$ cat src/source/uart_mem_pkg.sv
package uart_mem_pkg;

    // uart bit time in clk1 cycles
    localparam int clks_per_bit = 16;

    // memory geometry, one address byte per frame
    localparam int addr_bits = 8;
    localparam int mem_words = 256;

    // frame command bytes, ascii W and R
    localparam logic [7:0] cmd_write_code = 8'h57;
    localparam logic [7:0] cmd_read_code  = 8'h52;

    // bytes per data word on the serial link
    localparam int word_bytes = 4;

    // buffer depths
    localparam int cmd_fifo_depth = 4;
    localparam int tx_fifo_depth  = 8;

    typedef logic [7:0]           byte_t;
    typedef logic [31:0]          word_t;
    typedef logic [addr_bits-1:0] addr_t;

    // one memory command, 41 bits
    typedef struct packed {
        logic  write;
        addr_t addr;
        word_t data;
    } mem_cmd_t;

endpackage

$ cat src/source/cmd_parser.sv
`timescale 1ns/1ps

module cmd_parser (
    input  logic                   clk1,
    input  logic                   rst_n,
    input  uart_mem_pkg::byte_t    rx_byte,
    input  logic                   byte_valid,
    input  logic                   cmd_full,
    output logic                   cmd_push,
    output uart_mem_pkg::mem_cmd_t cmd_out
);
    import uart_mem_pkg::*;

    typedef enum logic [1:0] {st_cmd, st_addr, st_data} state_t;

    state_t     state;
    logic       is_write;
    logic [1:0] byte_cnt;
    addr_t      addr_q;
    word_t      data_q;
    logic       frame_done;

    // last byte of a frame, read ends at address, write at fourth data byte
    assign frame_done = byte_valid &&
                        ((state == st_addr && !is_write) ||
                         (state == st_data && byte_cnt == 2'(word_bytes - 1)));

    assign cmd_out = '{write: is_write, addr: addr_q, data: data_q};

    always_ff @(posedge clk1) begin
        if (!rst_n) begin
            state    <= st_cmd;
            is_write <= 1'b0;
            byte_cnt <= '0;
            cmd_push <= 1'b0;
        end else begin
            // frame dropped when buffer is full
            cmd_push <= frame_done && !cmd_full;
            if (byte_valid) begin
                case (state)
                    st_cmd: begin
                        // unknown bytes keep us here
                        if (rx_byte == cmd_write_code || rx_byte == cmd_read_code) begin
                            is_write <= (rx_byte == cmd_write_code);
                            state    <= st_addr;
                        end
                    end
                    st_addr: begin
                        byte_cnt <= '0;
                        state    <= is_write ? st_data : st_cmd;
                    end
                    default: begin
                        byte_cnt <= byte_cnt + 1'b1;
                        if (frame_done) state <= st_cmd;
                    end
                endcase
            end
        end
    end

    // address and word assembly, msb first
    always_ff @(posedge clk1) begin
        if (byte_valid && state == st_addr) addr_q <= rx_byte;
        if (byte_valid && state == st_data) data_q <= {data_q[23:0], rx_byte};
    end

endmodule

$ cat config.mk
export PLATFORM = sky130hd
export DESIGN_NAME = cmd_parser
export DESIGN_NICKNAME = d
export VERILOG_FILES = /design/src/source/uart_mem_pkg.sv /design/src/source/cmd_parser.sv
export SDC_FILE = /design/constraint.sdc
export NUM_CORES = 1
export LEC_CHECK = 0
export BUFFER_PORTS_ARGS = -buffer_cell sky130_fd_sc_hd__clkbuf_2
export CAP_MARGIN = 20
export CORE_MARGIN = 2
export CORE_UTILIZATION = 51
export CTS_CLUSTER_SIZE = 20
export DETAILED_ROUTE_END_ITERATION = 8
export GPL_TIMING_DRIVEN = 1
export PLACE_DENSITY = 0.82
export REMOVE_ABC_BUFFERS = 1
export SLEW_MARGIN = 5
export SYNTH_ARGS = -nofsm -noshare
export SYNTH_HDL_FRONTEND = slang
export SYNTH_SLANG_ARGS = --single-unit
$ cat constraint.sdc
create_clock -name clk1 -period 2.5 [get_ports clk1]
set_input_delay 0 -clock clk1 [delete_from_list [all_inputs] [get_ports clk1]]
set_output_delay 0 -clock clk1 [all_outputs]
set_load 0.01 [all_outputs]
# [Word-level counts from Yosys, hierarchy flattened]
# Index checks and enable logic that the tools add are counted.
[op_classes] addsub=1 n_mul=0 div_mod_pow=0 order_cmp=0 eq_ne=6 shifts=0 muxes=5 n_bitwise=1 n_reduce_logical=15
[op_table] operator="equality test 8 x 7 -> 1 bit (second input constant)" count=2
[op_table] operator="one-hot mux 2 bit (2 select lines)" count=2
[op_table] operator="logical AND 1 bit" count=6
[op_table] operator="two-way mux 2 bit" count=3
[op_table] operator="AND reduction 3 bit" count=2
[op_table] operator="equality test 2 bit (second input constant)" count=2
[op_table] operator="nonzero test 3 bit" count=1
[op_table] operator="adder 2 x 1 -> 2 bit (second input constant)" count=1
[op_table] operator="equality test 2 x 1 -> 1 bit (second input constant)" count=1
[op_table] operator="logical NOT 1 bit" count=2
[op_table] operator="logical NOT 2 bit" count=1
[op_table] operator="logical OR 1 bit" count=2
[op_table] operator="!= test 2 bit (second input constant)" count=1
[op_table] operator="AND reduction 2 bit" count=1
[op_table] operator="inverter 1 bit" count=1
[word_totals] ff_bits=46 latch_bits=0 mem_bits_rw=0 mem_bits_ro=0 in_bits=12 wordCells=34 mem_count=0

# [Longest topological paths before layout]
# Gate-level depths: netlist of the first run.
[logic_depth] ltp_word=6 depth_mapped=4 ltp_nobuf=4

# [Worst setup path after synthesis of the first run]
# OpenSTA, ideal clock, no wires.
[synth_path] path_kind="register -> register" start="register state[1]" end="register data_q[0] (enable)" setup_ps=375 t_arrival_ps=966 t_required_ps=2125 path_slack_ps=1159 path_stages_with_launch=2 cell_sequence="dfxtp_1 > and3b_2"
[synth_via] elab_chain_len=2
[synth_lines] element="start, declared" line_no="cmd_parser.sv:16" rtl="state_t state;"
[synth_lines] element="start signal, assigned" line_no="cmd_parser.sv:32" rtl="state <= st_cmd;"
[synth_lines] element="start signal, assigned" line_no="cmd_parser.sv:45" rtl="state <= st_addr;"
[synth_lines] element="start signal, assigned" line_no="cmd_parser.sv:50" rtl="state <= is_write ? st_data : st_cmd;"
[synth_lines] element="equality test 2 bit" line_no="cmd_parser.sv:64" rtl="if (byte_valid && state == st_data) data_q <= {data_q[23:0], rx_byte};"
[synth_lines] element="logical AND 1 bit" line_no="cmd_parser.sv:64"
[synth_lines] element="end signal, assigned" line_no="cmd_parser.sv:64"
[synth_lines] element="end, declared" line_no="cmd_parser.sv:20" rtl="word_t data_q;"
# Every way passes these cells.
# A chain may end at the register's enable or synchronous reset.

# [Worst setup path in the final report of the first run]
[layout_path] start="register state[1]" end="register cmd_push"
[layout_via] elab_chain_len=5 word_cells_on_any_way=7
[layout_lines] element="equality test 2 x 1 -> 1 bit or equality test 2 bit (tied branches)" line_no="cmd_parser.sv:25, cmd_parser.sv:26"
[layout_lines] element="logical AND 1 bit (on tied branches)" line_no="cmd_parser.sv:25, cmd_parser.sv:26"
[layout_lines] element="logical OR 1 bit (*)" line_no="cmd_parser.sv:25" rtl="((state == st_addr && !is_write) ||"
[layout_lines] element="logical AND 1 bit (*)" line_no="cmd_parser.sv:24" rtl="assign frame_done = byte_valid &&"
[layout_lines] element="logical AND 1 bit (*)" line_no="cmd_parser.sv:38" rtl="cmd_push <= frame_done && !cmd_full;"
[layout_lines] element="end signal, assigned" line_no="cmd_parser.sv:38"
[layout_lines] element="end, declared" line_no="cmd_parser.sv:9" rtl="output logic cmd_push,"
# Every way passes the cells marked *; elsewhere a longest branch is shown, timed or not.

==> impl_metrics.csv, run 1 <==
group,metric,value,unit
clock_tree,clk_latency,0.35,ns
logic_synthesis,synth_cells,73,
timing,max_freq,0.486,GHz
timing,rsz0062_at_grt,"false",
job,max-cap-violations,0,
clock_tree,htree_levels,2,
grt,antenna_found_initial,0,
cells_and_area,area_growth,32.4,%
floorplan,pin_count,54,
timing,setup_viol_count_final,0,
placement,place_area,1820,um2
floorplan,die_area,3450,um2
placement,numPortBuffers,53,
grt,grt_util_all_layers,14.2,%
route,via_per_inst,5.04,
timing,finClkSkew,0.00695,ns
worst_setup_path,r2r_start,"state[1]$_SDFFE_PN0P_",
cells_and_area,final_common_cell,"clkbuf_2",
worst_setup_path,cp_top_family,"simple AND/OR/NAND/NOR gates",
logic_synthesis,synth-seq-cells,46,
placement,routabilityCongestion,0.655,
timing,slew_headroom,53.5,%
route,vias,887,
worst_setup_path,arrival,2.35,ns
logic_synthesis,syn_area,1530,um2
worst_setup_path,ff2ff_path_depth,4,
cells_and_area,nFillCells,196,
cells_and_area,final_cell_mix,"clkbuf_2 (53), edfxtp_1 (40), dlygate4sd3_1 (12)",
clock_tree,post-cts-setup-buffer-count,0,
pwr,power_density,635,nW/um2
timing,finalCriticalPeriod,2.06,ns
route,ant_nets,0,
worst_setup_path,cp_max_fo,33,
worst_setup_path,path_class,"reg2reg",
worst_setup_path,worstSetupStartpointType,"flop",
cells_and_area,fin_nets,157,
cells_and_area,diodes,0,
timing,maxSlewViolCount,0,
route,drt_pre_antenna_iters,6,
clock_tree,clkSinkCount,46,
floorplan,core-area,2810,um2
worst_setup_path,end_kind,"flop",
logic_synthesis,ys_top_cells_by_area,"edfxtp_1 (79%), dfxtp_1 (7.9%), nor2b_1 (1.2%)",
floorplan,die_w,58.7,um
grt,gr-total-overflow,0,
clock_tree,cts_tree,"done",
outcome,violations,"DRC",
timing,finalCritPeriodShare,82.4,%
timing,timing_worst_slew_pin_value,0.697,ns
logic_synthesis,synth_top_area_share,78.6,%
grt,grt_pass1_vias,794,
grt,grt_max_degree,34,
timing,finalSetupTns,0,ns
clock_tree,root_buffer,"clkbuf_4",
pwr,leakagePower,0.798,nW
grt,grt_pass1_wl,3470,um
worst_setup_path,crit_chain,"and3b_2, a22oi_2, nor3b_2, dlygate4sd3_1",
timing,hold_viol,0,
route,drt-initial-drc-count,23,
cells_and_area,final_area,2020,um2
logic_synthesis,seq_area_frac_synth,86.5,%
worst_setup_path,max_stage_delay,0.70,ns
cells_and_area,layout-drive-gt1-share,44.8,%
floorplan,rows,19,
logic_synthesis,synth_cell_types,24,
pwr,peakVddDrop,0.384,mV
route,drc,6,
worst_setup_path,cp_data_required_time,2.79,ns
worst_hold_path,hold_path_end,"data_q[1]$_DFFE_PP_",
placement,hpwl,1640,um
route,avgRoutedWirePerCell,13.2,um
cells_and_area,ff_latch_area,1320,um2
floorplan,die_h,58.7,um
cells_and_area,multi_input_area,195,um2
clock_tree,numCtsBuffers,5,
cells_and_area,fin_util,72.1,%
worst_hold_path,hp-class,"in2reg",
worst_setup_path,r2r-end,"cmd_push$_SDFF_PN0_",
worst_setup_path,reg2reg_slack,0.44,ns
outcome,outcome,"finished with violations",
worst_hold_path,holdCritStartpoint,"rx_byte[1]",
worst_hold_path,worstHoldPathCells,2,
floorplan,start_util,54.5,%
clock_tree,clkTransAtPathRegs,0.12,ns
logic_synthesis,ys_warn_count,0,
logic_synthesis,avgSynthCellArea,20.9,um2
route,wl,2320,um
worst_setup_path,slowest_stage,"and3b_2",
worst_setup_path,critPathBufInv,1,
logic_synthesis,synth_top_area_cell,"edfxtp_1",
clock_tree,cts_buffer_depth,2,
worst max path at each step:
stage | start | to | slack [ns] | cells after the start
after floorplan | state[1]$_SDFFE_PN0P_ | data_q[0]$_DFFE_PP_ | 1.16 | 1
after global placement | state[1]$_SDFFE_PN0P_ | data_q[29]$_DFFE_PP_ | 1.03 | 1
after detailed placement | state[1]$_SDFFE_PN0P_ | data_q[24]$_DFFE_PP_ | 0.99 | 1
after CTS | state[1]$_SDFFE_PN0P_ | cmd_push$_SDFF_PN0_ | 0.43 | 4
after global routing | state[1]$_SDFFE_PN0P_ | cmd_push$_SDFF_PN0_ | 0.32 | 4
final | state[1]$_SDFFE_PN0P_ | cmd_push$_SDFF_PN0_ | 0.44 | 4
metrics by stage:
stage | worst slack (ns) | power, mW | cells | hold slack, ns
final | 0.440 | 1.28 | 176 | 0.390
after global routing | 0.319 | 1.33 | 176 | 0.382
after CTS | 0.431 | 1.30 | 176 | 0.374
after detailed placement | 0.986 | 0.864 | 156 | 0.176
after global placement | 1.03 | 0.863 | 156 | 0.174
after floorplan | 1.16 | 0.849 | 72 | 0.0695
power by group:
part           internal, mW  switching [mW]  total (mW)
registers             0.825        0.000119       0.826
clock network         0.207           0.217       0.424
logic                0.0215          0.0129      0.0344
per-layer routing:
metal,wire length [um],vias to the layer above,track usage [%]
li1,-,426,-
met1,888,415,15.5
met2,1170,43,23.0
met3,248,3,7.91
met4,14,0,5.84
met5,0,-,0
final cells by class:
type | count | area share (%)
Sequential cell | 46 | 65.3
Timing Repair Buffer | 65 | 19.1
Multi-Input combinational cell | 25 | 9.65
Clock inverter | 3 | 1.98
Tap cell | 31 | 1.92
Clock buffer | 5 | 1.86
Inverter | 1 | 0.186
cells by family after synthesis:
logic type,synth area share (%)
AO/OA/AOI/OAI,3.77
flip-flops,86.5
multiplexers,0.655
adder cells (fa/ha/maj),0.819
AND/OR/NAND/NOR,6.96
buffers and inverters,0.737
XOR/XNOR,0.573
repair_timing:
action | 4_1_cts | 5_1_grt
endpoints found under the hold margin | 22 | 0
gates resized for setup | 0 | 0
hold buffers | 12 | 0
setup endpoints to repair | 0 | 0
state kept, by name, summed over array words and instances (netlist names):
name	flops
addr_q	8
byte_cnt	2
cmd_push	1
data_q	32
is_write	1
state	2
cell usage after synthesis:
| master | number |
|---|---|
| edfxtp_1 | 40 |
| dfxtp_1 | 6 |
| nand2_1 | 3 |
| nor2b_1 | 3 |
| a21boi_1 | 2 |
| a21o_2 | 1 |
| a22oi_1 | 1 |
| a22oi_2 | 1 |
| a32oi_1 | 1 |
| and3b_1 | 1 |
| and3b_2 | 1 |
| and4bb_1 | 1 |
| buf_4 | 1 |
| ha_1 | 1 |
| inv_1 | 1 |
| mux2i_1 | 1 |
| nand2b_1 | 1 |
| nand3_1 | 1 |
| nand3b_1 | 1 |
| nand4_1 | 1 |
| nor3b_1 | 1 |
| nor3b_2 | 1 |
| o21ai_0 | 1 |
| xnor2_1 | 1 |
Note: power is estimated with default switching activity, not from simulation.
==> run 2: changes to the inputs <==
Settings changed: ABC_AREA set to 1, CORE_UTILIZATION 51 to 48, PLACE_DENSITY 0.82 to 0.77.
Clock period 2.5 ns to 2 ns, I/O delays scaled along.
==> run 2 against run 1 <==
The flow now finishes without violations. First-iteration DRC count increased by 8.7%. Worst hold slack gained 0.012 ns. Non-clock buffer count rose by 1. Critical path depth grew 2. Global-route usage increased by 0.074 points. Maximum frequency up 43%. Sequential share of layout area fell by 0.20 points. Setup slack better by 0.12 ns. Critical endpoint unchanged. Largest power group unchanged.
==> impl_metrics.csv, run 2 <==
group,metric,value,unit
grt,grt_util_all_layers,14.3,%
logic_synthesis,ys_async_sr_fraction,0,%
pwr,p_sw,306,uW
logic_synthesis,synth_edf_count,40,
logic_synthesis,ys_warn_count,0,
route,m1WireLength,947,um
timing,finalSetupTns,0,ns
grt,grt_pass1_wl,3640,um
worst_setup_path,reg2reg_slack,0.56,ns
cells_and_area,diodes,0,
grt,grt_pass1_vias,887,
route,routed-wl-met3,152,um
timing,fin_ws,0.564,ns
clock_tree,cts_buffer_depth,2,
clock_tree,post_cts_resized,0,
logic_synthesis,ys_top_cells_by_area,"edfxtp_1 (78%), dfxtp_1 (7.8%), nor2_1 (2.9%)",
grt,antenna_found_initial,0,
pwr,p_int,1.23,mW
timing,slew_headroom,60.1,%
outcome,outcome,"completed",
route,vias,963,
grt,gr-total-overflow,0,
timing,setup_viol_count_final,0,
route,drt-initial-drc-count,25,
floorplan,pin_count,54,
route,wl,2440,um
pwr,p_seq_share,69.5,%
timing,timing_worst_slew_pin_value,0.596,ns
timing,rsz0062_at_grt,"false",
timing,max_freq,0.696,GHz
cells_and_area,fin_nets,178,
clock_tree,post-cts-setup-buffer-count,0,
worst_hold_path,hp-class,"in2reg",
timing,hold_viol,0,
pwr,power_frac_clock,25.0,%
worst_setup_path,arrival,1.68,ns
route,ant_nets,0,
clock_tree,numCtsBuffers,5,
logic_synthesis,seq_area_frac_synth,86.1,%
worst_setup_path,end_kind,"flop",
route,drt_pre_antenna_iters,4,
cells_and_area,nFillCells,249,
placement,numPortBuffers,53,
clock_tree,cts_hold_buf,12,
timing,finalCriticalPeriod,1.44,ns
cells_and_area,area_growth,32.1,%
logic_synthesis,synth_top_area_cell,"edfxtp_1",
floorplan,rows,20,
logic_synthesis,syn_area,1540,um2
worst_setup_path,path_class,"reg2reg",
route,via_per_inst,4.59,
pwr,power.total,1.54,mW
route,top_layer,"met4",
logic_synthesis,avgSynthCellArea,16.5,um2
pwr,leakagePower,0.842,nW
cells_and_area,ff_latch_area,1320,um2
clock_tree,root_buffer,"clkbuf_4",
worst_setup_path,ff2ff_path_depth,6,
cells_and_area,multi_input_area,171,um2
timing,maxSlewViolCount,0,
worst_setup_path,crit_path_start,"state[1]$_SDFFE_PN0P_",
pwr,pwr-share-comb,5.5,%
clock_tree,clk_latency,0.34,ns
floorplan,start_util,50.3,%
cells_and_area,final_common_cell,"clkbuf_2",
timing,finalCritPeriodShare,71.8,%
logic_synthesis,synth-seq-cells,46,
floorplan,die_area,3670,um2
worst_setup_path,cp_data_required_time,2.24,ns
floorplan,core-area,3050,um2
clock_tree,clkSinkCount,46,
clock_tree,cts_tree,"done",
cells_and_area,layout-drive-gt1-share,38.0,%
floorplan,die_w,60.6,um
logic_synthesis,synth_top_area_share,78.2,%
job,max-cap-violations,0,
timing,finClkSkew,0.0100,ns
logic_synthesis,synth_cell_types,15,
cells_and_area,final_cell_mix,"clkbuf_2 (53), edfxtp_1 (40), dlygate4sd3_1 (12)",
worst_setup_path,critical_path.endpoint,"cmd_push$_SDFF_PN0_",
route,wl_met2,1290,um
clock_tree,clkTransAtPathRegs,0.12,ns
grt,grt_max_degree,33,
cells_and_area,largest_reg_flops,32,
logic_synthesis,synth_commonest_cells,"edfxtp_1 (40), nor2_1 (12), nand2_1 (11), inv_1 (9), dfxtp_1 (6)",
pwr,switching_share,19.9,%
pwr,peakVddDrop,0.472,mV
worst_setup_path,worstSetupStartpointType,"flop",
pwr,power_density,758,nW/um2
logic_synthesis,synthFlopType,"edfxtp_1",
worst_setup_path,cp_max_fo,5,
cells_and_area,reg_top3,"data_q x32, addr_q x8",
placement,preCtsSetupSlack,0.650,ns
logic_synthesis,yosysMostFrequentCell,"edfxtp_1",
route,drc,0,
placement,place_area,1860,um2
cells_and_area,regMostFlops,"data_q",
placement,routabilityCongestion,0.762,
floorplan,die_h,60.6,um
worst_setup_path,r2r_start,"state[1]$_SDFFE_PN0P_",
clock_tree,htree_levels,2,
placement,hpwl,1760,um
worst_setup_path,r2r-end,"cmd_push$_SDFF_PN0_",
cells_and_area,final_area,2030,um2
logic_synthesis,synth_cells,93,
cells_and_area,fin_util,66.4,%
route,avgRoutedWirePerCell,11.6,um
-- run 2: layout make-up --
| class | count | share of cell area [%] |
|---|---|---|
| Sequential cell | 46 | 65.1 |
| Timing Repair Buffer | 66 | 19.4 |
| Multi-Input combinational cell | 36 | 8.45 |
| Tap cell | 44 | 2.71 |
| Clock buffer | 6 | 2.04 |
| Inverter | 10 | 1.85 |
| Clock inverter | 2 | 0.432 |
-- run 2: cells by family (layout without fill, tap and decap cells) --
group / Yosys count / after routing / share of synthesized area [%]
AOI/OAI and AO/OA: 6 / 6 / 2.36
adders and majority gates: 1 / 1 / 0.815
buffers and inverters: 11 / 84 / 2.93
DFF: 46 / 46 / 86.1
and+or+nand+nor: 29 / 29 / 7.82
-- run 2: through the flow --
step,hold WS (ns),std cells
after floorplan,0.0723,92
after global placement,0.159,190
after detailed placement,0.160,190
after CTS,0.394,210
after global routing,0.396,210
final,0.402,210
-- run 2: layer usage --
layer  up-vias  global-route usage [%]
met5         -                       0
met1       446                    14.6
met2        41                    25.6
li1        471                       -
met3         5                    4.48
met4         0                    8.39
-- run 2: worst max-delay path: stages (launching register included) --
cell and delay, ns:
dfxtp_1 0.43, inv_2 0.08, nand3_1 0.10, nand2_1 0.08, nand3_1 0.08, nor2_1 0.04, dlygate4sd3_1 0.54
-- run 2: how the worst min path moves through the flow --
stage / start / to / slack (ns) / depth (start not counted)
floorplan: cmd_full / cmd_push$_SDFF_PN0_ / 0.07 / 1
global route: rx_byte[5] / data_q[5]$_DFFE_PP_ / 0.40 / 2
CTS: rx_byte[4] / data_q[4]$_DFFE_PP_ / 0.39 / 2
finish: rx_byte[5] / data_q[5]$_DFFE_PP_ / 0.40 / 2
global placement: cmd_full / cmd_push$_SDFF_PN0_ / 0.16 / 2
detailed placement: cmd_full / cmd_push$_SDFF_PN0_ / 0.16 / 2
-- run 2: power by group through the flow --
stage / combinational, mW / clock [mW] / sequential (mW)
after floorplan: 0.0212 / 0 / 1.10
after global placement: 0.0660 / 0 / 1.09
after detailed placement: 0.0676 / 0 / 1.09
after CTS: 0.0845 / 0.402 / 1.07
after global routing: 0.0923 / 0.433 / 1.07
final: 0.0841 / 0.384 / 1.07
==> run 3: changes to the inputs <==
Settings changed: ABC_AREA 1 to 0, CORE_UTILIZATION 48 to 43, PLACE_DENSITY 0.77 to 0.73.
Clock period 2 ns to 1.2 ns, I/O delays scaled along.
==> run 3 against run 2 <==
Register-to-register slack got worse by 0.51 ns. Clock-buffer cell count is 1 lower. Core utilization fell by 5.1 points. Worst hold slack got worse by 0.071 ns. Critical path depth decreased by 2. Cell count is 7.1% lower. Sequential power grew 61%. Die area rose by 10%. Power up 62%. Sequential share of layout area down 1.0 points. Critical path type unchanged.
==> impl_metrics.csv, run 3 (synthesized netlist as in run 1, its figures left out) <==
group,metric,value,unit
outcome,outcome,"completed",
timing,max_freq,0.873,GHz
cells_and_area,final_common_cell,"clkbuf_2",
clock_tree,htree_levels,2,
cells_and_area,fin_util,61.3,%
route,ant_nets,0,
worst_setup_path,cp_data_required_time,1.45,ns
route,via_per_inst,4.61,
timing,timing_worst_slew_pin_value,0.238,ns
timing,finClkSkew,0.00706,ns
placement,numPortBuffers,53,
floorplan,pin_count,54,
cells_and_area,fin_nets,161,
clock_tree,numCtsBuffers,5,
clock_tree,root_buffer,"clkbuf_4",
route,avgRoutedWirePerCell,12.9,um
timing,finalCritPeriodShare,95.5,%
clock_tree,clkTransAtPathRegs,0.13,ns
floorplan,die_h,63.6,um
clock_tree,clk_latency,0.35,ns
grt,gr-total-overflow,0,
grt,grt_util_all_layers,13.1,%
cells_and_area,area_growth,35.1,%
timing,slew_headroom,84.0,%
floorplan,start_util,45.4,%
floorplan,die_w,63.6,um
worst_setup_path,arrival,1.40,ns
timing,rsz0062_at_grt,"false",
floorplan,rows,21,
cells_and_area,reg_top3,"data_q x32, addr_q x8",
cells_and_area,diodes,0,
route,wl,2510,um
pwr,peakVddDrop,0.548,mV
worst_setup_path,worstSetupStartpointType,"flop",
route,drt-initial-drc-count,19,
pwr,leakagePower,0.807,nW
grt,antenna_found_initial,0,
placement,routabilityCongestion,0.766,
worst_setup_path,end_kind,"flop",
route,vias,899,
worst_setup_path,cp_max_fo,4,
timing,hold_viol,0,
cells_and_area,final_cell_mix,"clkbuf_2 (53), edfxtp_1 (40), dlygate4sd3_1 (11)",
pwr,power_density,1210,nW/um2
floorplan,core-area,3360,um2
pwr,power.total,2.49,mW
timing,setup_viol_count_final,0,
cells_and_area,regMostFlops,"data_q",
clock_tree,clkSinkCount,46,
route,drc,0,
timing,maxSlewViolCount,0,
grt,grt_pass1_wl,3830,um
grt,grt_max_degree,33,
cells_and_area,layout-drive-gt1-share,47.7,%
grt,grt_pass1_vias,862,
worst_setup_path,reg2reg_slack,0.05,ns
cells_and_area,largest_reg_flops,32,
floorplan,die_area,4050,um2
worst_setup_path,path_class,"reg2reg",
timing,finalCriticalPeriod,1.15,ns
worst_hold_path,hp-class,"in2reg",
placement,hpwl,1860,um
job,max-cap-violations,0,
route,drt_pre_antenna_iters,4,
clock_tree,cts_buffer_depth,2,
timing,finalSetupTns,0,ns
clock_tree,cts_tree,"done",
## run 3: changes by cell type in the layout (fill, tap and decap cells not counted), sizes merged, moves of 4 or more
| cell | delta |
|---|---|
| buf | +4 |
| nand2 | -8 |
| nor2 | -12 |
| inv | -9 |
## run 3: worst max-delay path: stages, from the launching register on
cell	delay [ns]
dfxtp_2	0.35
buf_4	0.14
and4bb_1	0.24
nand4_1	0.16
mux2i_1	0.16
## run 3: cell type report
type                       instances  area, um2
tap                               46       57.6
timing repair buffer              69        425
inverter                           1       3.75
sequential                        46       1320
clock buffer                       5       37.5
multi-input combinational         25        195
clock inverter                     3       21.3
fill                             277       1300
## run 3: where the power goes
group,switching [mW],internal (mW),total (mW)
clock network,0.472,0.228,0.700
registers,0.000219,1.72,1.72
logic,0.0283,0.0451,0.0734
## run 3: final timing paths
check / from / depth (start not counted) / end
worst min register to register: data_q[6]$_DFFE_PP_ / 0 / data_q[14]$_DFFE_PP_
worst min-delay path: cmd_full / 3 / cmd_push$_SDFF_PN0_
worst max register to register: state[0]$_SDFFE_PN0P_ / 4 / is_write$_SDFFE_PN0P_
worst max-delay path: state[0]$_SDFFE_PN0P_ / 4 / is_write$_SDFFE_PN0P_
## run 3: timing repair
item                       in CTS  in global routing
setup buffers                   0                  0
setup endpoints to repair       0                  1
hold buffers                   11                  0
gates resized for setup         0                  1
hold endpoints to repair       22                  0
## run 3: stage by stage
stage	setup slack (ns)	instance area [um2]	hold slack (ns)	instances
global route	0.000401	2060	0.325	195
finish	0.0545	2060	0.332	195
detailed placement	0.0567	1890	0.177	176
global placement	0.121	1890	0.173	176
floorplan	-0.141	1520	0.0695	72
CTS	0.0472	2060	0.317	195
## run 3: routing by layer
metal,vias up,GRT usage (%),part of all wire (%)
met5,-,0,0
met4,0,5.71,1.0
met3,6,5.54,7.4
met2,40,21.7,50
met1,421,14.6,42
li1,432,-,-
