===== config.mk =====
export PLATFORM = sky130hd
export DESIGN_NAME = uart_tx
export DESIGN_NICKNAME = d
export VERILOG_FILES = /design/src/source/uart_mem_pkg.sv /design/src/source/uart_tx.sv
export SDC_FILE = /design/constraint.sdc
export NUM_CORES = 1
export LEC_CHECK = 0
export BUFFER_PORTS_ARGS = -buffer_cell sky130_fd_sc_hd__buf_2
export CAP_MARGIN = 20
export CORE_AREA = 5 5 47 49
export CTS_BUF_LIST = sky130_fd_sc_hd__clkbuf_16
export DETAILED_ROUTE_END_ITERATION = 6
export DIE_AREA = 0 0 52 54
export HOLD_SLACK_MARGIN = 0.1
export PLACE_DENSITY = 0.71
export SLEW_MARGIN = 25
export SYNTH_ARGS = -nofsm -noshare
export SYNTH_HDL_FRONTEND = slang
export SYNTH_SLANG_ARGS = --single-unit

===== constraint.sdc =====
create_clock -name clk1 -period 1.6 [get_ports clk1]
set_clock_uncertainty 0.1 [all_clocks]
set_input_delay 0.4 -clock clk1 [delete_from_list [all_inputs] [get_ports clk1]]
set_output_delay 0.4 -clock clk1 [all_outputs]
set_load 0.02 [all_outputs]

===== src/source/uart_mem_pkg.sv =====
package uart_mem_pkg;

    // uart bit time in clk1 cycles
    localparam int clks_per_bit = 16;

    // memory geometry, one address byte per frame
    localparam int addr_bits = 8;
    localparam int mem_words = 256;

    // frame command bytes, ascii W and R
    localparam logic [7:0] cmd_write_code = 8'h57;
    localparam logic [7:0] cmd_read_code  = 8'h52;

    // bytes per data word on the serial link
    localparam int word_bytes = 4;

    // buffer depths
    localparam int cmd_fifo_depth = 4;
    localparam int tx_fifo_depth  = 8;

    typedef logic [7:0]           byte_t;
    typedef logic [31:0]          word_t;
    typedef logic [addr_bits-1:0] addr_t;

    // one memory command, 41 bits
    typedef struct packed {
        logic  write;
        addr_t addr;
        word_t data;
    } mem_cmd_t;

endpackage


===== src/source/uart_tx.sv =====
`timescale 1ns/1ps

module uart_tx (
    input  logic                clk1,
    input  logic                rst_n,
    input  logic                tx_empty,
    input  uart_mem_pkg::byte_t tx_head,
    output logic                tx_pop,
    output logic                txd
);
    import uart_mem_pkg::*;

    typedef logic [$clog2(clks_per_bit)-1:0] tick_t;

    logic       busy;
    tick_t      clk_cnt;
    logic [3:0] bit_num;
    // stop, data, start; bit 0 goes on the line
    logic [9:0] shift_reg;

    // take the head byte as soon as the line is free
    assign tx_pop = !busy && !tx_empty;
    assign txd    = shift_reg[0];

    always_ff @(posedge clk1) begin
        if (!rst_n) begin
            busy      <= 1'b0;
            clk_cnt   <= '0;
            bit_num   <= '0;
            shift_reg <= '1;
        end else if (tx_pop) begin
            busy      <= 1'b1;
            clk_cnt   <= '0;
            bit_num   <= '0;
            shift_reg <= {1'b1, tx_head, 1'b0};
        end else if (busy) begin
            if (clk_cnt == tick_t'(clks_per_bit - 1)) begin
                clk_cnt   <= '0;
                // fill with ones so the line idles high
                shift_reg <= {1'b1, shift_reg[9:1]};
                bit_num   <= bit_num + 1'b1;
                if (bit_num == 4'd9) busy <= 1'b0;
            end else begin
                clk_cnt <= clk_cnt + 1'b1;
            end
        end
    end

endmodule


Word-level counts from Yosys, hierarchy flattened:

Cells that the tools add are included.

* add/subtract/negate cells: 2
* bitwise gates (word level): 1
* reduce and logical (&&, ||, !) cells: 8
* eq/ne operators: 2
* multiplexer cells: 8

Operators with widths (number)
* $mux W9: 3
* $add A4 B1 Y4 const B: 2
* $eq A4 B4 Y1 const B: 2
* $mux W1: 4
* $mux W4: 1
* $reduce_and A2 Y1: 2
* $reduce_bool A2 Y1: 2
* $logic_not A1 Y1: 2
* $reduce_or A2 Y1: 1
* $logic_and A1 B1 Y1: 1
* $not A1 Y1: 1

* output and inout bits: 2
* bits of input ports: 11
* flip-flop bits (word level): 18
* logic and storage cells: 25

Longest topological paths before layout:

Gate-level depths: netlist of run 1.

* word-level depth: 5
* depth in mapped cells: 6

Worst setup path before layout of run 1:

No wires, ideal clock.

* path kind: reg-to-reg
* from: reg clk_cnt[0]
* to: reg shift_reg[3]
* library setup time: 0.124 ns
* arrival: 1.160 ns
* period minus slack after synthesis: 1.384 ns
* setup slack: 0.216 ns
* stages on the path, launching flop included: 6
* path through: dfxtp_1 > ha_1 > nand4_2 > buf_2 > nor4b_2 > nor3_2

* longest elaborated chain between the ends: 3

Ends and longest elaborated chain
* from (decl): RTL line uart_tx.sv:16 `tick_t clk_cnt;`
* from (signal assigned): RTL line uart_tx.sv:44 `clk_cnt <= clk_cnt + 1'b1;`
* $eq A4 B4 Y1: RTL line uart_tx.sv:37 `if (clk_cnt == tick_t'(clks_per_bit - 1)) begin`
* $reduce_bool A2 Y1 (no line)
* $reduce_and A2 Y1 (no line)
* to (signal assigned): RTL line uart_tx.sv:35 `shift_reg <= {1'b1, tx_head, 1'b0};`
* to (signal assigned): RTL line uart_tx.sv:40 `shift_reg <= {1'b1, shift_reg[9:1]};`
* to (decl): RTL line uart_tx.sv:19 `logic [9:0] shift_reg;`

Every way passes these cells.
A chain may end at the register's enable or synchronous reset.

Final worst setup path of run 1:

* from: reg busy
* to: out tx_pop

* longest elaborated chain between the ends: 2

Ends and longest elaborated chain
* from (decl): RTL line uart_tx.sv:15 `logic busy;`
* from (signal assigned): RTL line uart_tx.sv:27 `busy <= 1'b0;`
* from (signal assigned): RTL line uart_tx.sv:32 `busy <= 1'b1;`
* from (signal assigned): RTL line uart_tx.sv:42 `if (bit_num == 4'd9) busy <= 1'b0;`
* $logic_not A1 Y1: RTL line uart_tx.sv:22 `assign tx_pop = !busy && !tx_empty;`
* $logic_and A1 B1 Y1: RTL line uart_tx.sv:22
* to (decl): RTL line uart_tx.sv:8 `output logic tx_pop,`

Every way passes these cells.

==> impl.org, run 1 <==
** Routing
- Detailed routing inserted a total of 724 vias.
- Wire per inst :: 13.1 um
- After the first detailed-routing iteration, the DRC count stood at 13.
- First-pass iteration count of the detailed router :: 4
- Antenna viol nets, final :: 0
- In the routed design, unresolved DRC markers number 0.
- After detailed routing, the total wire length is between 1500 and 2000 um.
- Using the TritonRoute via totals, the vias-per-cell ratio works out to approximately 5.3.

** Job
- The tool flagged a number of max-cap violations equal to 0.

** CTS
- Gates resized during post-CTS repair numbered 1.
- Max H-tree Level :: 1
- The cell sitting at the root of the clock tree is a clkbuf_16.
- Number of hold buffers added after CTS :: 0
- Sink Count :: 18
- TritonCTS built the clock tree.
- Clock-pin slew on the worst setup and hold paths :: 0.05 ns
- Max Buffers Root-to-Sink :: 2
- Total setup buffers inserted after CTS :: 0
- Number of buffers added by the clock tree synthesis step :: 3
- Skew-Pair Late Insertion Delay :: roughly 0.25 ns

** Yosys
- The cell area that synthesis handed to floorplanning was 897 um^2.
- The average instance in the mapped netlist occupies 9.54 um^2.
- The share of the Yosys chip area taken by registers is 0.402.
- Synth Flop Type :: dfxtp_1
- In this run, synthesis inferred 0 flip-flops with an integrated enable.
- Number of instances in the synthesized netlist :: 94
- Yosys mapped the design onto 33 distinct sky130hd cell types.
- The biggest area contributor in the post-synthesis netlist is dfxtp_1.
- Yosys attributes the largest share of cell area to dfxtp_1 40%, nand2_1 5.9%, nand3_1 5.0%.
- Total nets after synthesis :: 108
- Number of register bits inferred by synthesis :: 18
- In the synthesized netlist the async set-or-reset flop fraction comes to 0.
- For this run, the number of Yosys warnings is 0.
- Area fraction of the dominant cell type after synthesis :: 0.402

** Setup path
- By startpoint and endpoint, the worst setup path is classified as flip-flop to output port.
- Data on the critical path is required at its endpoint by about 1.1 ns.
- Critical path endpoint category :: output port
- On the worst path, the slowest cell contributes a delay of around 0.34 ns.
- STA classifies the critical path startpoint as a flip-flop.
- Critical Path AT :: 1.06 ns
- Walking the worst path, the cells encountered are or2_4, inv_4, buf_4.
- Critical Path Slowest Stage Cell :: dfxtp_2
- In this run the worst path has a maximum fanout of 6.

** Worst hold path
- The min-delay analysis places its worst path in the category primary input to flip-flop.

** STA
- Setup repair after global routing missed its margin :: false
- Max-slew headroom at the worst pin :: 0.822
- Shortest period the worst path allows :: 1.56 ns
- Final worst path period share :: 0.973
- Endpoints failing setup :: 0
- Sum of negative setup slack :: 0 ns
- The number of max-slew violations in the final report was 0.
- Endpoints failing hold :: 0
- Top achievable clock speed :: 642 MHz
- Worst-margin pin slew :: 0.267 ns
- Hold timing on the final database bottoms out at a slack of 0.270 ns.

** Floorplanning
- The initial utilization of the core area, before any placement, comes to 0.492.
- Pin placement for this block handled 13 I/O pins.
- Total Die Area :: 2810 um^2
- The die is 52 um wide.
- The core region is 1820 um^2.
- In this run the vertical extent of the chip is 54 um.
- Std-Cell Rows :: 16

** Global routing
- Global-route usage over all layers :: 0.135
- First-pass GRT wire length :: 2700 um
- Number of antenna violations at the first check in global routing :: 0
- The total overflow left after global routing is 0.
- Via count of the first global-routing pass :: 655
- Entering global routing, the biggest net connects 16 pins.

** Final layout
- Registers take approximately 360 um^2.
- Proportion of layout cells with a drive suffix above 1 :: 0.339
- From synthesis to final layout, the design area changed by 18.0%.
- At the end of the flow the core is filled with cells to 0.581.
- The final layout contains 124 nets.
- The number of antenna diodes in the final layout is 0.
- Count of fill cells added during filler insertion :: 166
- The register with the most flip-flops in the layout has 9 of them.
- Area of combinational cells with multiple inputs :: 467 um^2

** Placed design
- DP Wirelength :: roughly 1300 um
- In this run the tool buffered the top-level ports with 12 buffer cells.
- Final weighted congestion in routability-driven placement :: 0.690

** Power and ir drop
- The worst-case IR drop observed on VDD is a little under 500 uV.
- The analysis attributes to cell leakage a power of 0.416 nW.
- Total design power :: 1.08 mW
- Dividing total power by cell area gives a power density of 1020 nW/um^2.

** Outcome
- Status :: finished, final reports clean
## layout make-up
class | instances | area share
multi-input cells | 66 | 0.441
well taps | 27 | 0.0319
clock buffers | 3 | 0.0709
flip-flops and latches | 18 | 0.342
repair buffers | 17 | 0.0946
clock inverters | 1 | 0.00355
inverters | 4 | 0.0165
## cells in the mapped netlist, types with 2 or more instances
cell type,number
nand2_1,14
dfxtp_1,18
nor2_1,3
or3_1,2
inv_1,3
buf_6,3
ha_1,3
nand3_1,9
xor2_1,2
nor4b_2,3
a21oi_1,3
nor3b_2,2
nand4_1,7
nor3_2,2
o21ai_0,2
## final timing paths
| kind | slack (ns) | endpoint | depth (start not counted) | from |
|---|---|---|---|---|
| worst min-delay path | 0.27 | shift_reg[8]$_SDFFE_PN1P_ | 3 | tx_head[7] |
| worst min register to register | 0.38 | shift_reg[6]$_SDFFE_PN1P_ | 2 | shift_reg[7]$_SDFFE_PN1P_ |
| worst max-delay path | 0.04 | tx_pop | 3 | busy$_SDFF_PN0_ |
| worst max register to register | 0.08 | shift_reg[3]$_SDFFE_PN1P_ | 5 | clk_cnt[0]$_SDFFE_PP0P_ |
## per-layer routing
metal	track usage	wire, um
met3	0.0360	56
met4	0.0961	36
met1	0.145	781
met5	0	0
met2	0.230	903
## kinds of logic (layout without fill, tap and decap cells)
| logic type | count (synthesis) | count (layout) | synth area share |
|---|---|---|---|
| AO/OA/AOI/OAI | 7 | 7 | 0.0544 |
| XOR/XNOR | 3 | 3 | 0.0293 |
| adder cells (fa/ha/maj) | 3 | 3 | 0.0418 |
| AND/OR/NAND/NOR | 52 | 52 | 0.372 |
| flip-flops | 18 | 18 | 0.402 |
| multiplexers | 1 | 1 | 0.0112 |
| buffers and inverters | 10 | 25 | 0.0893 |
## power breakdown
| group | leakage (nW) | switching [mW] | internal, mW | total, mW |
|---|---|---|---|---|
| sequential | 0.148 | 0.0143 | 0.470 | 0.485 |
| combinational | 0.230 | 0.0521 | 0.0465 | 0.0985 |
| clock | 0.0385 | 0.165 | 0.332 | 0.498 |
## critical path, delay by kind of cell (launching register included)
family / cells / cell delay (ns)
buf+inv: 2 / 0.19
flops: 1 / 0.34
simple gates: 1 / 0.27
## placed cells by master (no fill, tap or decap)
cell type  netlist  final
or3_1            2      2
or2_4            1      1
dfxtp_1         18     17
o21ai_0          2      2
nand4_2          1      1
buf_4            0      6
nor3_2           2      2
inv_1            3      3
xnor2_1          1      1
nor3b_2          2      2
o221a_1          1      1
xor2_1           2      2
nand4_1          7      7
clkbuf_16        0      3
a21oi_1          3      3
inv_4            1      1
nand4b_1         1      1
mux2i_1          1      1
nor3_1           1      1
ha_1             3      2
ha_2             0      1
nand2_1         14     14
nor2_1           3      3
dfxtp_2          0      1
nor4b_2          3      4
nand2b_1         1      1
nand3_1          9      9
nand3b_1         1      1
buf_2            1     11
nand2_2          1      1
a211oi_2         1      1
clkinv_1         0      1
and4_2           0      1
nor2_2           1      1
## stage by stage
| stage | worst slack [ns] | instances | instance area (um^2) |
|---|---|---|---|
| after CTS | 0.0141 | 136 | 1050 |
| after global routing | 0.00750 | 136 | 1060 |
| after detailed placement | 0.0641 | 132 | 966 |
| after floorplan | 0.216 | 94 | 897 |
| after global placement | 0.100 | 132 | 966 |
| final | 0.0432 | 136 | 1060 |
(Power assumes the default switching activity.)
==> inputs of run 2 (changes only) <==
- CELL_PAD_IN_SITES_DETAIL_PLACEMENT: default -> 1
- CELL_PAD_IN_SITES_GLOBAL_PLACEMENT: default -> 1
- CORE_AREA: 5 5 47 49 -> 5 5 61 49
- DIE_AREA: 0 0 52 54 -> 0 0 66 54
- PLACE_DENSITY: 0.71 -> 0.69
- REMOVE_ABC_BUFFERS: default -> 1
==> run 2 against run 1 <==
Effect of this change:
- critical path depth unchanged
- global-route usage down 0.70 points
- clock power about the same
- wire length up 4.4%
- fmax down 0.86%
- clock-buffer cell count unchanged
- power up 0.17%
- worst hold slack about the same
- combinational power about the same
- via count down 2.3%
- non-clock buffer count unchanged
- design area up 3.5%
==> impl.org, run 2 (synthesis gave the netlist of run 1 again) <==
** Routing
- The via density per instance was 4.91 (was 5.32).
- The number of remaining DRC errors came to 0 (unchanged).
- The via count came to 707 (was 724).
- The residual antenna-violating net count after detailed routing was 0 (unchanged).
- Number of design-rule violations left by the first detailed-router iteration :: 23 (was 13)
- First-pass iteration count of the detailed router :: 2 (was 4)
- The total wire length after detailed routing was 1860 um (was 1780 um).
- The wire length per cell is 12.9 um (was 13.1 um).

** Final layout
- Final Util :: 0.452 (was 0.581)
- Max FFs per register :: 9 (unchanged)
- The area of the multi-input gates was 475 um^2 (was 467 um^2).
- Register area :: 364 um^2 (was 362 um^2)
- The layout-stage area growth over the synthesis result was 22.2% (was 18.0%).
- The net total in the final layout was 124 (unchanged).
- Proportion of layout cells with a drive suffix above 1 :: 0.343 (was 0.339)
- The fill cell total of the finished layout was 282 (was 166).
- Most frequent cells in the layout :: 17 x dfxtp_1, 14 x nand2_1, 11 x buf_2, 9 x nand3_1, 7 x nand4_1 (unchanged)
- The antenna diode count is 0 (unchanged).
- Most common library cell in the layout ignoring fill and taps :: dfxtp_1 (unchanged)

** Global routing
- Via count of the first global-routing pass :: 726 (was 655)
- The first-pass GRT wire length came to 3300 um (was 2700 um).
- The number of antenna violations at the first check in global routing is 0 (unchanged).
- The total global-route track usage came to 0.128 (was 0.135).
- Pin count of the biggest net entering global routing :: 16 (unchanged)
- The global-route congestion overflow total came to 0 (unchanged).

** Floorplanning
- The die area is 3560 um^2 (was 2810 um^2).
- Effective utilization at floorplan :: 0.370 (was 0.492)
- The floorplan die height was 54 um (unchanged).
- Number of top-level pins :: 13 (unchanged)
- Die width :: 66 um (was 52 um)
- Core Area :: 2420 um^2 (was 1820 um^2)
- The number of rows in the core area came to 16 (unchanged).

** CTS
- The deepest clock path buffer count came to 2 (unchanged).
- The clock transition at the registers of the reported paths was 0.05 ns (about the same).
- Max H-tree Level :: 1 (unchanged)
- The worst-skew pair later-pin latency came to 0.25 ns (about the same).
- Number of buffers added by the clock tree synthesis step :: 3 (unchanged)
- Clock tree from TritonCTS :: built (unchanged)
- Sink Count :: 18 (unchanged)
- The clock root buffer was clkbuf_16 (unchanged).

** Setup path
- The highest fanout seen on the critical path is 6 (unchanged).
- The kind of capture point of the worst setup path is an output port (unchanged).
- The arrival time of the worst setup path was 1.07 ns (was 1.06 ns).
- The kind of critical path is flip-flop to output port (unchanged).
- The type of element launching the critical path was a flip-flop (unchanged).
- Worst path required time :: 1.10 ns (about the same)

** STA
- The clock period minus worst slack is 1.57 ns (was 1.56 ns).
- Max-slew headroom at the worst pin :: 0.819 (was 0.822)
- The period utilization was 0.981 (was 0.973).
- Minimum setup slack in the final design :: 0.0298 ns (was 0.0432 ns)
- Number of slew-limit violations in the final report :: 0 (unchanged)
- The minimum hold slack came to 0.270 ns (about the same).
- The final number of setup-violating endpoints is 0 (unchanged).
- The transition time of the tightest slew-check pin was 0.270 ns (was 0.267 ns).
- Top achievable clock speed :: 637 MHz (was 642 MHz)
- The final count of hold timing violations was 0 (unchanged).
- Setup repair after global routing missed its margin: true (was false).

** Worst hold path
- The path type of the worst min-delay path is primary input to flip-flop (unchanged).

** Power and ir drop
- Static Leakage :: 0.420 nW (was 0.416 nW)
- The worst ir drop on vdd was 685 uV (was 497 uV).
- Power density normalized to cell area :: 988 nW/um^2 (was 1020 nW/um^2)
- The total power is 1.08 mW (about the same).

** Outcome
- Status :: finished, final reports clean (unchanged)

** Job
- Max capacitance violation total :: 0 (unchanged)

** Placed design
- The worst setup slack before clock tree synthesis is -0.0374 ns (was 0.0641 ns).
- Quantity of I/O buffers inserted on ports :: 12 (unchanged)
- The estimated wirelength of the detail-placed design came to 1400 um (was 1270 um).
- The final RePlAce weighted congestion is 0.746 (was 0.690).
==> run 2: path summary, 6_finish.rpt <==
check                             from  cells past startpoint                        end  slack (ns)
max                    busy$_SDFF_PN0_                      3                     tx_pop        0.03
min                         tx_head[0]                      3  shift_reg[1]$_SDFFE_PN1P_        0.27
max reg2reg    clk_cnt[0]$_SDFFE_PP0P_                      5  shift_reg[3]$_SDFFE_PN1P_        0.12
min reg2reg  shift_reg[7]$_SDFFE_PN1P_                      2  shift_reg[6]$_SDFFE_PN1P_        0.38
==> run 2: final cells by class <==
type	instances	share of cell area
tap	36	0.0411
inverter	4	0.0183
timing repair buffer	17	0.106
clock buffer	3	0.0685
sequential	18	0.332
multi-input combinational	66	0.434
==> run 2: critical path, cell delays in order, from the launching register on <==
cell and delay, ns:
dfxtp_4 0.36, or2_4 0.25, inv_6 0.09, buf_6 0.12
==> run 2: power by group <==
| group | internal (mW) | switching [mW] |
|---|---|---|
| Clock | 0.329 | 0.169 |
| Combinational | 0.0480 | 0.0529 |
| Sequential | 0.469 | 0.0144 |
==> run 2: what timing repair did <==
action / in CTS / in global routing
hold buffers: 0 / 0
setup buffers: 0 / 0
resized for setup: 4 / 5
endpoints found under the hold margin: 0 / 0
pin swaps: 0 / 1
endpoints found under the setup margin: 2 / 10
==> run 2: layer usage <==
metal / part of all wire / up-vias / track usage / routed length, um
met2: 0.44 / 8 / 0.200 / 815
met3: 0.036 / 4 / 0.0501 / 67
met4: 0.018 / 0 / 0.0608 / 34
li1: - / 365 / - / -
met1: 0.51 / 330 / 0.157 / 939
met5: 0 / - / 0 / 0
==> run 2: per-stage QoR <==
stage / TNS [ns] / cell area [um^2] / instances
global route: -0.0232 / 1100 / 144
CTS: 0 / 1080 / 144
finish: 0 / 1100 / 144
global placement: 0 / 990 / 141
floorplan: 0 / 835 / 88
detailed placement: -0.0374 / 990 / 141
==> inputs of run 3 (changes only) <==
- ABC_AREA: default -> 1
==> run 3 against run 2 <==
Effect of this change:
- register-to-register slack improved by 0.04 ns
- largest cell class unchanged
- sequential power increased by 1%
- critical endpoint unchanged
- final cell count increased by 19%
- clock power increased by 1%
- critical path type unchanged
- worst hold slack improved by 0.0083 ns
- first-iteration DRC count increased by 17%
- area after synthesis decreased by 5.6%
==> impl.org, run 3 <==
** CTS
- Root Buffer :: clkbuf_16 (unchanged)
- The post-cts hold buffer count was 0 (unchanged).
- Total setup buffers inserted after CTS :: 0 (unchanged)
- Number of buffers added by the clock tree synthesis step :: 3 (unchanged)
- The total clock sinks was 18 (unchanged).
- The deepest clock path buffer count is 2 (unchanged).
- The TritonCTS clock tree is built (unchanged).
- Clock-pin slew on the worst setup and hold paths :: 0.05 ns (about the same)
- The worst-skew pair later-pin latency was 0.25 ns (about the same).
- The number of resized instances in the post-cts repair step came to 0 (was 4).
- Max H-tree Level :: 1 (unchanged)

** Yosys
- Number of synthesized flops with an enable pin :: 0 (unchanged)
- The biggest area consumer among synthesized cells was dfxtp_1 (unchanged).
- Portion of the post-synthesis area used by sequential elements :: 0.425 (was 0.402)
- Top cells by area, synth: dfxtp_1 43%, nand2_1 17%, a21oi_1 8.9% (was dfxtp_1 40%, nand2_1 5.9%, nand3_1 5.0%).
- Cell types with the highest counts after synthesis :: 38 x nand2_1, 18 x dfxtp_1, 15 x a21oi_1 (was 18 x dfxtp_1, 14 x nand2_1, 9 x nand3_1)
- Number of register bits inferred by synthesis :: 18 (unchanged)
- The total number of yosys warnings is 0 (unchanged).
- Area fraction of the dominant cell type after synthesis :: 0.425 (was 0.402)
- The most used standard cell by instance count after synthesis is nand2_1 (was dfxtp_1).
- The mean area per synthesized cell came to 7.43 um^2 (was 9.54 um^2).
- Netlist cell types :: 16 (was 33)
- The prevailing post-synth register cell is dfxtp_1 (unchanged).
- Async S/R FF share, synth :: 0 (unchanged)
- Synthesized cell area :: 847 um^2 (was 897 um^2)
- Number of instances in the synthesized netlist :: 114 (was 94)

** Worst hold path
- Cells on Worst Hold Path :: 3 (unchanged)
- Worst Hold Class :: primary input to flip-flop (unchanged)
- The hold-critical path endpoint is shift_reg[3]$_SDFFE_PN1P_ (was shift_reg[1]$_SDFFE_PN1P_).
- Beginning of the worst hold path :: tx_head[2] (was tx_head[0])

** Routing
- The first-pass iteration count of the detailed router came to 4 (was 2).
- Number of design-rule violations left by the first detailed-router iteration :: 27 (was 23)
- The total wire length after detailed routing is 2160 um (was 1860 um).
- The via count was 793 (was 707).
- Number of vias per cell after detailed routing :: 4.64 (was 4.91)
- Wire per inst :: 12.6 um (was 12.9 um)
- The residual antenna-violating net count after detailed routing is 0 (unchanged).
- The number of remaining DRC errors came to 0 (unchanged).

** Setup path
- Worst reg-to-reg setup slack :: 0.16 ns (was 0.12 ns)
- The cell with the largest stage delay on the worst path is dfxtp_1 (was dfxtp_4).
- The launching point of the worst reg2reg path was clk_cnt[0]$_SDFFE_PP0P_ (unchanged).
- Critical Path, Cell by Cell: nor2_4, buf_2 (was or2_4, inv_6, buf_6).
- Worst setup startpoint :: busy$_SDFF_PN0_ (unchanged)
- The endpoint required time on the critical path is 1.10 ns (about the same).
- CP max stage delay :: 0.34 ns (was 0.36 ns)
- Number of cells traversed by the worst register-to-register path :: 6 (was 5)
- Category of the most critical setup path :: flip-flop to output port (unchanged)
- The type of element launching the critical path was a flip-flop (unchanged).
- The kind of capture point of the worst setup path is an output port (unchanged).
- End of the worst register-to-register path :: bit_num[3]$_SDFFE_PP0P_ (was shift_reg[3]$_SDFFE_PN1P_)
- CP max FO :: 5 (was 6)
- The arrival time of the worst setup path was 0.95 ns (was 1.07 ns).

** Final layout
- The number of flip-flops under the largest register name was 9 (unchanged).
- Proportion of layout cells with a drive suffix above 1 :: 0.230 (was 0.343)
- The net total in the final layout is 150 (was 124).
- Final Util :: 0.436 (was 0.452)
- Most common library cell in the layout ignoring fill and taps :: nand2_1 (was dfxtp_1)
- The layout-stage area growth over the synthesis result came to 24.8% (was 22.2%).
- Most frequent cells in the layout: 38 x nand2_1, 18 x dfxtp_1, 15 x a21oi_1, 13 x nand3_1, 12 x buf_2 (was 17 x dfxtp_1, 14 x nand2_1, 11 x buf_2, 9 x nand3_1, 7 x nand4_1).
- The antenna diode count is 0 (unchanged).

** Placed design
- Final weighted congestion in routability-driven placement :: 0.668 (was 0.746)
- DP Wirelength :: 1560 um (was 1400 um)
- The number of I/O port buffers was 12 (unchanged).

** STA
- Sum of negative setup slack :: 0 ns (unchanged)
- Hold WS :: 0.278 ns (was 0.270 ns)
- The number of max-slew violations in the final report came to 0 (unchanged).
- The clock period minus worst slack is 1.45 ns (was 1.57 ns).
- Final worst path period share :: 0.907 (was 0.981)
- Top achievable clock speed :: 689 MHz (was 637 MHz)
- The final count of hold timing violations was 0 (unchanged).
- The worst slew margin relative to its limit came to 0.782 (was 0.819).
- The transition time of the tightest slew-check pin is 0.326 ns (was 0.270 ns).
- Setup repair after global routing missed its margin :: false (was true)
- The final number of setup-violating endpoints came to 0 (unchanged).

** Global routing
- The first-pass GRT wire length was 3540 um (was 3300 um).
- Total overflow reported by the global router :: 0 (unchanged)
- The number of antenna violations at the first check in global routing came to 0 (unchanged).
- Pin count of the biggest net entering global routing :: 14 (was 16)
- Via count of the first global-routing pass :: 797 (was 726)
- Global-route usage over all layers :: 0.135 (was 0.128)

** Power and ir drop
- The worst ir drop on vdd is 679 uV (was 685 uV).
- The switching power as a share of total power was 0.233 (was 0.218).
- Power dissipated by switching net loads :: 0.258 mW (was 0.236 mW)
- Static Leakage :: 0.495 nW (was 0.420 nW)
- The internal power contribution was 0.852 mW (was 0.846 mW).
- Seq pwr share :: 0.441 (was 0.447)
- The clock power share is 0.454 (was 0.460).
- Combinational cell fraction of total power :: 0.105 (was 0.093)
- Power density normalized to cell area :: 1050 nW/um^2 (was 988 nW/um^2)

** Floorplanning
- Std-Cell Rows :: 16 (unchanged)
- Total Die Area :: 3560 um^2 (unchanged)
- Number of top-level pins :: 13 (unchanged)
- Height of the chip :: 54 um (unchanged)
- The area inside the core boundary came to 2420 um^2 (unchanged).
- The width of the die is 66 um (unchanged).
- Effective utilization at floorplan :: 0.350 (was 0.370)

** Outcome
- Status :: finished, final reports clean (unchanged)

** Job
- Max capacitance violation total :: 0 (unchanged)
## run 3: through the flow
step | power [mW] | area (um^2) | cells | setup WS, ns
final | 1.11 | 1060 | 171 | 0.149
after global placement | 0.610 | 941 | 162 | 0.146
after CTS | 1.12 | 1020 | 166 | 0.0649
after global routing | 1.16 | 1060 | 171 | 0.0731
after floorplan | 0.566 | 813 | 111 | 0.303
after detailed placement | 0.615 | 941 | 162 | 0.0751
## run 3: logic make-up (layout without fill, tap and decap cells)
kind of cell,Yosys count,in the layout,synth area share
adders and majority gates,3,3,0.0443
xor gates and xnor gates,1,1,0.0103
buffers and inverters,14,35,0.0886
and+or+nand+nor,62,62,0.337
AOI/OAI and AO/OA,16,16,0.0945
DFF,18,18,0.425
## run 3: routing by layer
metal	track usage	part of all wire	vias to the layer above
li1	-	-	409
met1	0.163	0.47	371
met2	0.236	0.50	11
met3	0.0522	0.032	2
met4	0.0203	0.0046	0
met5	0	0	-
## run 3: power groups by stage
stage	logic, mW	registers [mW]	clock network (mW)
2_1_floorplan	0.0658	0.500	0
3_3_place_gp	0.112	0.498	0
3_5_place_dp	0.116	0.499	0
4_1_cts	0.118	0.489	0.513
5_1_grt	0.131	0.493	0.537
6_report	0.117	0.490	0.504
## run 3: worst max path at each step
stage and to:
2_1_floorplan shift_reg[7]$_SDFFE_PN1P_, 3_3_place_gp shift_reg[7]$_SDFFE_PN1P_, 3_5_place_dp shift_reg[6]$_SDFFE_PN1P_, 4_1_cts shift_reg[6]$_SDFFE_PN1P_
5_1_grt bit_num[2]$_SDFFE_PP0P_, 6_report tx_pop
## run 3: cell type report
class | count | area, um^2
fillers | 327 | 1370
well taps | 36 | 45.0
inverters | 11 | 41.3
repair buffers | 20 | 120
multi-input cells | 82 | 412
clock buffers | 3 | 75.1
clock inverters | 1 | 3.75
flip-flops and latches | 18 | 360
## run 3: critical path: cells and delay by family, from the launching register on
| kind | cells | cell delay, ns |
|---|---|---|
| flip-flops | 1 | 0.34 |
| buffers and inverters | 1 | 0.20 |
| AND/OR/NAND/NOR | 1 | 0.16 |
